===== src/include/eth_buf_cfg.svh =====
// Build-time sizing and mode settings for the Ethernet frame buffer, included by RTL and testbench
`ifndef ETH_BUF_CFG_SVH
`define ETH_BUF_CFG_SVH

// Buffer depth is 2**ETH_BUF_ADDR_WIDTH words of 64 bits
`define ETH_BUF_ADDR_WIDTH 5

// Packet mode
// 0 = cut-through, words readable as soon as written
// 1 = store-and-forward, words readable once their frame's eop word is written
`define ETH_PKT_MODE 0

// Output queue entries in the transmit framer
`define ETH_TX_QUEUE_DEPTH 4

`endif

===== src/hdl/eth_buf_pkg.sv =====
// Shared word, pointer and count types for the Ethernet frame buffer modules and testbench
`default_nettype none

`include "eth_buf_cfg.svh"

package eth_buf_pkg;

    // One buffer word, 68 bits
    // byte_cnt is only meaningful on the eop word, 0 means all 8 bytes valid
    typedef struct packed {
        logic [63:0] data;
        logic        eop;
        logic [2:0]  byte_cnt;
    } eth_word_t;

    // Extra MSB is the wrap bit, separates full from empty
    typedef logic [`ETH_BUF_ADDR_WIDTH:0] buf_ptr_t;

    // Counts up to a buffer full of single-word frames
    typedef logic [`ETH_BUF_ADDR_WIDTH:0] pkt_cnt_t;

endpackage

`default_nettype wire


===== src/hdl/eth_frame_buffer.sv =====
// Top level of the Ethernet frame buffer, packet FIFO followed by the transmit framer
`timescale 1ns/1ns
`default_nettype none

module eth_frame_buffer (
    input  wire                    clk,
    input  wire                    rst,
    input  wire                    in_valid,
    input  wire eth_buf_pkg::eth_word_t in_word,
    output logic                   in_ready,
    output logic                   out_valid,
    output eth_buf_pkg::eth_word_t out_word,
    input  wire                    out_ready,
    output eth_buf_pkg::pkt_cnt_t  pkt_count
);

    // FIFO read port
    logic                   rd_en;
    logic                   rd_avail;
    eth_buf_pkg::eth_word_t rd_word;
    logic                   rd_word_valid;

    eth_pkt_fifo pkt_fifo_i (
        .clk           (clk),
        .rst           (rst),
        .in_valid      (in_valid),
        .in_word       (in_word),
        .in_ready      (in_ready),
        .rd_en         (rd_en),
        .rd_avail      (rd_avail),
        .rd_word       (rd_word),
        .rd_word_valid (rd_word_valid),
        .pkt_count     (pkt_count)
    );

    eth_tx_framer tx_framer_i (
        .clk           (clk),
        .rst           (rst),
        .rd_avail      (rd_avail),
        .rd_en         (rd_en),
        .rd_word       (rd_word),
        .rd_word_valid (rd_word_valid),
        .out_valid     (out_valid),
        .out_word      (out_word),
        .out_ready     (out_ready)
    );

endmodule

`default_nettype wire


===== src/hdl/eth_tx_framer.sv =====
// Transmit framer that pulls words from the packet FIFO on credit and presents a valid/ready stream
`timescale 1ns/1ns
`default_nettype none

`include "eth_buf_cfg.svh"

module eth_tx_framer (
    input  wire                    clk,
    input  wire                    rst,
    input  wire                    rd_avail,
    output logic                   rd_en,
    input  wire eth_buf_pkg::eth_word_t rd_word,
    input  wire                    rd_word_valid,
    output logic                   out_valid,
    output eth_buf_pkg::eth_word_t out_word,
    input  wire                    out_ready
);

    localparam int QDEPTH = `ETH_TX_QUEUE_DEPTH;
    localparam int IDX_W  = (QDEPTH > 1) ? $clog2(QDEPTH) : 1;
    localparam int CNT_W  = $clog2(QDEPTH + 1);

    eth_buf_pkg::eth_word_t q_mem [QDEPTH];
    logic [IDX_W-1:0] q_wr_idx;
    logic [IDX_W-1:0] q_rd_idx;
    logic [CNT_W-1:0] q_count;

    // Free entries minus reads still in flight
    logic [CNT_W-1:0] credit;

    logic q_push;
    logic q_pop;

    function automatic logic [IDX_W-1:0] next_idx(input logic [IDX_W-1:0] idx);
        if (idx == IDX_W'(QDEPTH - 1)) begin
            return '0;
        end
        return idx + 1'b1;
    endfunction

    // A read reserves its queue slot when issued
    assign rd_en = rd_avail && (credit != '0);

    assign q_push = rd_word_valid;
    assign q_pop  = out_valid && out_ready;

    // Head of the queue is the output, held until taken
    assign out_valid = (q_count != '0);
    assign out_word  = q_mem[q_rd_idx];

    always_ff @(posedge clk) begin
        if (q_push) begin
            q_mem[q_wr_idx] <= rd_word;
        end
    end

    always_ff @(posedge clk) begin
        if (rst) begin
            q_wr_idx <= '0;
            q_rd_idx <= '0;
            q_count  <= '0;
            credit   <= CNT_W'(QDEPTH);
        end else begin
            if (q_push) begin
                q_wr_idx <= next_idx(q_wr_idx);
            end
            if (q_pop) begin
                q_rd_idx <= next_idx(q_rd_idx);
            end

            case ({q_push, q_pop})
                2'b10: q_count <= q_count + 1'b1;
                2'b01: q_count <= q_count - 1'b1;
                default: q_count <= q_count;
            endcase

            // Returning words move a slot from in flight to filled, credit unchanged
            case ({rd_en, q_pop})
                2'b10: credit <= credit - 1'b1;
                2'b01: credit <= credit + 1'b1;
                default: credit <= credit;
            endcase
        end
    end

endmodule

`default_nettype wire


===== src/hdl/eth_pkt_fifo.sv =====
// Packet FIFO for 64-bit Ethernet words, cut-through or store-and-forward, read with fixed latency
`timescale 1ns/1ns
`default_nettype none

`include "eth_buf_cfg.svh"

module eth_pkt_fifo (
    input  wire                    clk,
    input  wire                    rst,
    input  wire                    in_valid,
    input  wire eth_buf_pkg::eth_word_t in_word,
    output logic                   in_ready,
    input  wire                    rd_en,
    output logic                   rd_avail,
    output eth_buf_pkg::eth_word_t rd_word,
    output logic                   rd_word_valid,
    output eth_buf_pkg::pkt_cnt_t  pkt_count
);

    localparam int ADDR_WIDTH = `ETH_BUF_ADDR_WIDTH;
    localparam int PKT_MODE   = `ETH_PKT_MODE;

    // Input stage
    eth_buf_pkg::eth_word_t in_q;
    logic                   in_q_valid;

    // Pointers
    eth_buf_pkg::buf_ptr_t wr_ptr;
    eth_buf_pkg::buf_ptr_t wr_ptr_next;
    eth_buf_pkg::buf_ptr_t commit_ptr;
    eth_buf_pkg::buf_ptr_t rd_ptr;
    eth_buf_pkg::buf_ptr_t rd_limit;

    // Read path
    logic                   rd_en_q;
    eth_buf_pkg::eth_word_t ram_word;

    // Frame accounting
    logic eop_written;
    logic eop_read;

    // Register the input transfer, the memory write follows on the next edge
    always_ff @(posedge clk) begin
        if (rst) begin
            in_q_valid <= 1'b0;
        end else begin
            in_q_valid <= in_valid && in_ready;
        end
    end

    always_ff @(posedge clk) begin
        if (in_valid && in_ready) begin
            in_q <= in_word;
        end
    end

    // The staged word is always written, space was reserved when it was accepted
    assign wr_ptr_next = wr_ptr + eth_buf_pkg::buf_ptr_t'(in_q_valid);

    // Accept only if the word in flight still leaves a free slot
    assign in_ready = !((wr_ptr_next[ADDR_WIDTH-1:0] == rd_ptr[ADDR_WIDTH-1:0]) &&
                        (wr_ptr_next[ADDR_WIDTH] != rd_ptr[ADDR_WIDTH]));

    always_ff @(posedge clk) begin
        if (rst) begin
            wr_ptr     <= '0;
            commit_ptr <= '0;
        end else begin
            wr_ptr <= wr_ptr_next;
            // Commit point moves past each frame's last word
            if (in_q_valid && in_q.eop) begin
                commit_ptr <= wr_ptr_next;
            end
        end
    end

    eth_word_ram #(
        .ADDR_WIDTH (ADDR_WIDTH)
    ) word_ram_i (
        .clk     (clk),
        .wr_en   (in_q_valid),
        .wr_addr (wr_ptr[ADDR_WIDTH-1:0]),
        .wr_word (in_q),
        .rd_en   (rd_en),
        .rd_addr (rd_ptr[ADDR_WIDTH-1:0]),
        .rd_word (ram_word)
    );

    // Readable window ends at the commit point in store-and-forward mode
    assign rd_limit = (PKT_MODE != 0) ? commit_ptr : wr_ptr;
    assign rd_avail = (rd_ptr != rd_limit);

    always_ff @(posedge clk) begin
        if (rst) begin
            rd_ptr <= '0;
        end else if (rd_en) begin
            rd_ptr <= rd_ptr + 1'b1;
        end
    end

    // Second read stage, word valid two cycles after rd_en
    always_ff @(posedge clk) begin
        if (rst) begin
            rd_en_q       <= 1'b0;
            rd_word_valid <= 1'b0;
        end else begin
            rd_en_q       <= rd_en;
            rd_word_valid <= rd_en_q;
        end
    end

    always_ff @(posedge clk) begin
        if (rd_en_q) begin
            rd_word <= ram_word;
        end
    end

    // Frames held = eop words written minus eop words handed out
    assign eop_written = in_q_valid && in_q.eop;
    assign eop_read    = rd_word_valid && rd_word.eop;

    always_ff @(posedge clk) begin
        if (rst) begin
            pkt_count <= '0;
        end else begin
            case ({eop_written, eop_read})
                2'b10: pkt_count <= pkt_count + 1'b1;
                2'b01: pkt_count <= pkt_count - 1'b1;
                default: pkt_count <= pkt_count;
            endcase
        end
    end

endmodule

`default_nettype wire


===== src/hdl/eth_word_ram.sv =====
// Buffer word storage with one write port and one registered read port, used by the packet FIFO
`timescale 1ns/1ns
`default_nettype none

`include "eth_buf_cfg.svh"

module eth_word_ram #(
    parameter int ADDR_WIDTH = `ETH_BUF_ADDR_WIDTH
) (
    input  wire                    clk,
    input  wire                    wr_en,
    input  wire [ADDR_WIDTH-1:0]   wr_addr,
    input  wire eth_buf_pkg::eth_word_t wr_word,
    input  wire                    rd_en,
    input  wire [ADDR_WIDTH-1:0]   rd_addr,
    output eth_buf_pkg::eth_word_t rd_word
);

    localparam int DEPTH = 1 << ADDR_WIDTH;

    eth_buf_pkg::eth_word_t mem [DEPTH];

    always_ff @(posedge clk) begin
        if (wr_en) begin
            mem[wr_addr] <= wr_word;
        end
    end

    // Read data lands one cycle after rd_en
    always_ff @(posedge clk) begin
        if (rd_en) begin
            rd_word <= mem[rd_addr];
        end
    end

endmodule

`default_nettype wire


===== config.mk =====
export PLATFORM = sky130hd
export DESIGN_NAME = eth_frame_buffer
export DESIGN_NICKNAME = d
export VERILOG_FILES = /design/src/hdl/eth_buf_pkg.sv /design/src/hdl/eth_frame_buffer.sv /design/src/hdl/eth_tx_framer.sv /design/src/hdl/eth_pkt_fifo.sv /design/src/hdl/eth_word_ram.sv
export VERILOG_INCLUDE_DIRS = /design/src /design/src/include
export SDC_FILE = /design/constraint.sdc
export NUM_CORES = 2
export LEC_CHECK = 0
export BUFFER_PORTS_ARGS = -buffer_cell sky130_fd_sc_hd__buf_2
export CAP_MARGIN = 10
export CORE_MARGIN = 1.5
export CORE_UTILIZATION = 25
export CTS_CLUSTER_DIAMETER = 50
export DETAILED_ROUTE_END_ITERATION = 10
export REMOVE_ABC_BUFFERS = 1
export SLEW_MARGIN = 20
export SYNTH_ARGS = -nofsm -noshare
export SYNTH_HDL_FRONTEND = slang
export SYNTH_SLANG_ARGS = --single-unit
export TNS_END_PERCENT = 50

===== constraint.sdc =====
create_clock -name clk -period 16.8 [get_ports clk]
set_input_delay 1.68 -clock clk [delete_from_list [all_inputs] [get_ports clk]]
set_output_delay 1.68 -clock clk [all_outputs]
set_load 0.02 [all_outputs]

==> impl_metrics.ini <==
[status]
status = finished clean

[setup_path]
ff2ff_path_depth = 7
cp.required_ns = 15.12
cp-start-kind = register
cp-endpoint = in_ready
r2r-start = pkt_fifo_i.rd_ptr[1]
startpoint = pkt_fifo_i.in_q_valid
r2r_end = pkt_fifo_i.word_ram_i.rd_word[59]
arrival_ns = 3.45
path_class = register to output port
cp-end-kind = output port
rrSetupSlack_ns = 12.05
path_max_fanout = 7

[placement]
dpl_cell_area_sq_um = 107400
dp_cells = 9688
portBuffers = 147
dp_hpwl_um = 135700
place.gp.congestion = 0.7290

[cts]
cts.sinks = 2685
cts_buffers = 288
cts_max_path_buffers = 4
root_buffer = clkbuf_16
clk_pin_slew_worst_paths_ns = 0.06
post_cts_buffers = 0
clk_latency_ns = 0.88
holdBufCountCts = 0
cts.repair.resized = 0
htreeDepth = 5
cts_tree = built

[synth]
ys_seq_elements = 2685
synth_compound_area_share_pct = 2.988
yosysWarningCount = 0
syn-cell-area_sq_um = 100000
yosys.area_share.adder_pct = 0.2152
synthFlopType = edfxtp_1
syn_inst = 4397
synth_xor_xnor_area_share_pct = 0.2064
yosys.area_share.simple_pct = 1.397
ys_seq_area_share_pct = 80.28
synth_mux_area_share_pct = 13.57
synth-edff-count = 2652
synth_top_family_by_area = multiplexers
postSynthAreaPerCell_sq_um = 22.75
ys_types = 57
synthArstFlopShare_pct = 0

[floorplan]
dieWidth_um = 635.5
rows = 232
start_util_pct = 25.08
coreArea_sq_um = 398800
io_pins = 148
die-area_sq_um = 403900
die_y_um = 635.5

[sta]
worst_pin_slew_ns = 1.162
relSlewSlack_pct = 22.51
whs_ns = 0.4127
period_share_pct = 30.51
setup_tns_ns = 0
slew_viol_final = 0
fin_crit_ns = 5.126
max_freq_ghz = 0.1951
hold_violations = 0
setup_viol = 0
rsz0062_at_grt = no
skew_ns = 0.08162

[run]
drv_cap = 0

[drt]
viasPerCell = 4.598
wl_per_cell_um = 25.64
wl_um = 261400
first_iter_violations = 5069
route.detailed.drc = 0
first_pass_iters = 5
ant_nets = 0
num_vias = 46860

[layout]
fin_area_sq_um = 116400
syn_to_final_growth_pct = 16.37
multi_input_comb_area_sq_um = 18740
fin_cells = 10190
finalNetCount = 4804
drive_above_1_share_pct = 25.24
nFillCells = 38520
regArea_sq_um = 80320

[global_route]
grt_pass1_vias = 47790
grt_pass1_wl_um = 361600
track_usage_pct = 12.46
grt.overflow.total = 0
grt_max_degree = 131
antenna_found_initial = 38

[pwr]
irDropWorstVdd_uv = 102.2
p_per_area_nw_per_um2 = 137.3
leakagePower_nw = 34.24

[hold_path]
hold_start = pkt_fifo_i.word_ram_i.rd_word[3]
hold_class = register to register
-- per-stage QoR --
stage	utilization [%]	power [mW]	worst slack (ns)
6_report	29.18	15.98	11.67
5_1_grt	29.18	16.50	11.48
4_1_cts	29.17	16.15	11.62
3_5_place_dp	26.92	10.10	11.96
3_3_place_gp	26.91	10.07	11.99
2_1_floorplan	-	10.13	-2.928
-- cell usage in the layout (no fill, tap or decap), types with 19 or more instances in the layout --
| master | instances |
|---|---|
| clkbuf_16 | 294 |
| buf_2 | 147 |
| clkinv_2 | 34 |
| nand2_1 | 24 |
| edfxtp_1 | 2652 |
| bufinv_16 | 19 |
| nand3_1 | 59 |
| nor2_4 | 36 |
| nand4_1 | 49 |
| inv_6 | 19 |
| o221ai_1 | 24 |
| nor2_1 | 29 |
| clkinv_1 | 54 |
| mux2i_1 | 272 |
| o22ai_1 | 49 |
| a22oi_1 | 246 |
| buf_4 | 112 |
| clkbuf_1 | 43 |
| a211oi_2 | 20 |
| mux4_2 | 478 |
| a21oi_1 | 47 |
| dfxtp_1 | 26 |
-- state kept, by name, summed over array words and instances, names as in the netlist, named ones only --
| register | count |
|---|---|
| tx_framer_i.q_count | 3 |
| pkt_fifo_i.word_ram_i.rd_word | 68 |
| pkt_fifo_i.pkt_count | 6 |
| pkt_fifo_i.rd_en_q | 1 |
| pkt_fifo_i.rd_word_valid | 1 |
| pkt_fifo_i.rd_ptr | 6 |
| pkt_fifo_i.word_ram_i.mem | 2176 |
| tx_framer_i.q_rd_idx | 2 |
| pkt_fifo_i.rd_word | 68 |
| pkt_fifo_i.in_q_valid | 1 |
| pkt_fifo_i.in_q | 68 |
| pkt_fifo_i.rd_limit | 6 |
| tx_framer_i.credit | 3 |
| tx_framer_i.q_mem | 272 |
| tx_framer_i.q_wr_idx | 2 |
-- cell usage after synthesis, types with 2 or more instances --
master    count  area share, %
or3_1         6          0.038
buf_12        2          0.040
nand3b_1      7          0.053
nand2_1      24          0.090
o221ai_1     24           0.21
clkbuf_1     80           0.30
xnor2_1       4          0.035
clkbuf_4      2          0.015
xor2_1       17           0.15
and3_1        2          0.013
a31oi_1       2          0.013
mux4_2      478             11
nor2b_1      19           0.12
a211oi_1      4          0.030
a21boi_1      2          0.015
ha_1         14           0.18
fa_1          2          0.040
o22ai_1      49           0.31
and2_1        8          0.050
a22oi_1     246            1.8
buf_4        53           0.40
or2_2         2          0.013
nor3_1        3          0.015
buf_6         7          0.079
buf_2        89           0.45
or3b_2        4          0.035
nand2b_1      4          0.025
buf_1         4          0.015
o21ai_0       3          0.015
mux2_2        8          0.090
a211oi_2     20           0.25
edfxtp_1   2652             80
mux2i_1     272            2.7
nor2_1       66           0.25
dfxtp_1      33           0.66
nand4_1      49           0.31
inv_1        12          0.045
nand3_1      59           0.30
a21oi_1      47           0.24
-- routing by layer --
layer	global-route usage, %	wire length (um)	vias to the layer above
met3	2.890	21360	451
met4	3.883	7627	22
li1	-	-	19320
met2	21.26	129300	2024
met1	15.66	102900	25040
met5	0	138	-
-- worst min-delay path by stage --
stage | slack, ns | to | cells past startpoint
floorplan | 0.40 | pkt_fifo_i.rd_word[0] | 0
global placement | 0.41 | pkt_fifo_i.rd_word[43] | 0
detailed placement | 0.41 | pkt_fifo_i.rd_word[7] | 0
CTS | 0.40 | pkt_fifo_i.rd_word[3] | 0
global route | 0.42 | pkt_fifo_i.rd_word[7] | 0
finish | 0.41 | pkt_fifo_i.rd_word[3] | 0
-- worst max-delay path, cell delays in order, from the launching register on --
cell	delay, ns
dfxtp_1	0.44
ha_1	0.19
ha_1	0.25
xnor2_1	0.12
a221o_1	0.38
a2111oi_2	0.61
nand2_1	0.36
buf_2	0.26
-- final cells by class --
class | instances | share of cell area [%]
flip-flops and latches | 2685 | 69.00
clock inverters | 157 | 1.218
multi-input cells | 1462 | 16.10
inverters | 12 | 0.03870
diodes | 6 | 0.01290
well taps | 5265 | 5.659
clock buffers | 338 | 6.471
repair buffers | 267 | 1.496
-- cells by family after synthesis --
family	count (synthesis)
DFF	2685
muxes	758
buffers and inverters	250
AOI/OAI and AO/OA	404
adders and majority gates	16
xor gates and xnor gates	22
and+or+nand+nor	262
-- report_power, final --
| group | switching (mW) | internal (mW) | leakage, nW | total (mW) |
|---|---|---|---|---|
| Combinational | 1.10 | 0.816 | 5.65 | 1.92 |
| Clock | 2.56 | 3.51 | 4.35 | 6.07 |
| Sequential | 0.264 | 7.73 | 24.2 | 7.99 |
| Total | 3.92 | 12.1 | 34.2 | 16.0 |
Note: power is estimated with default switching activity, not from simulation.
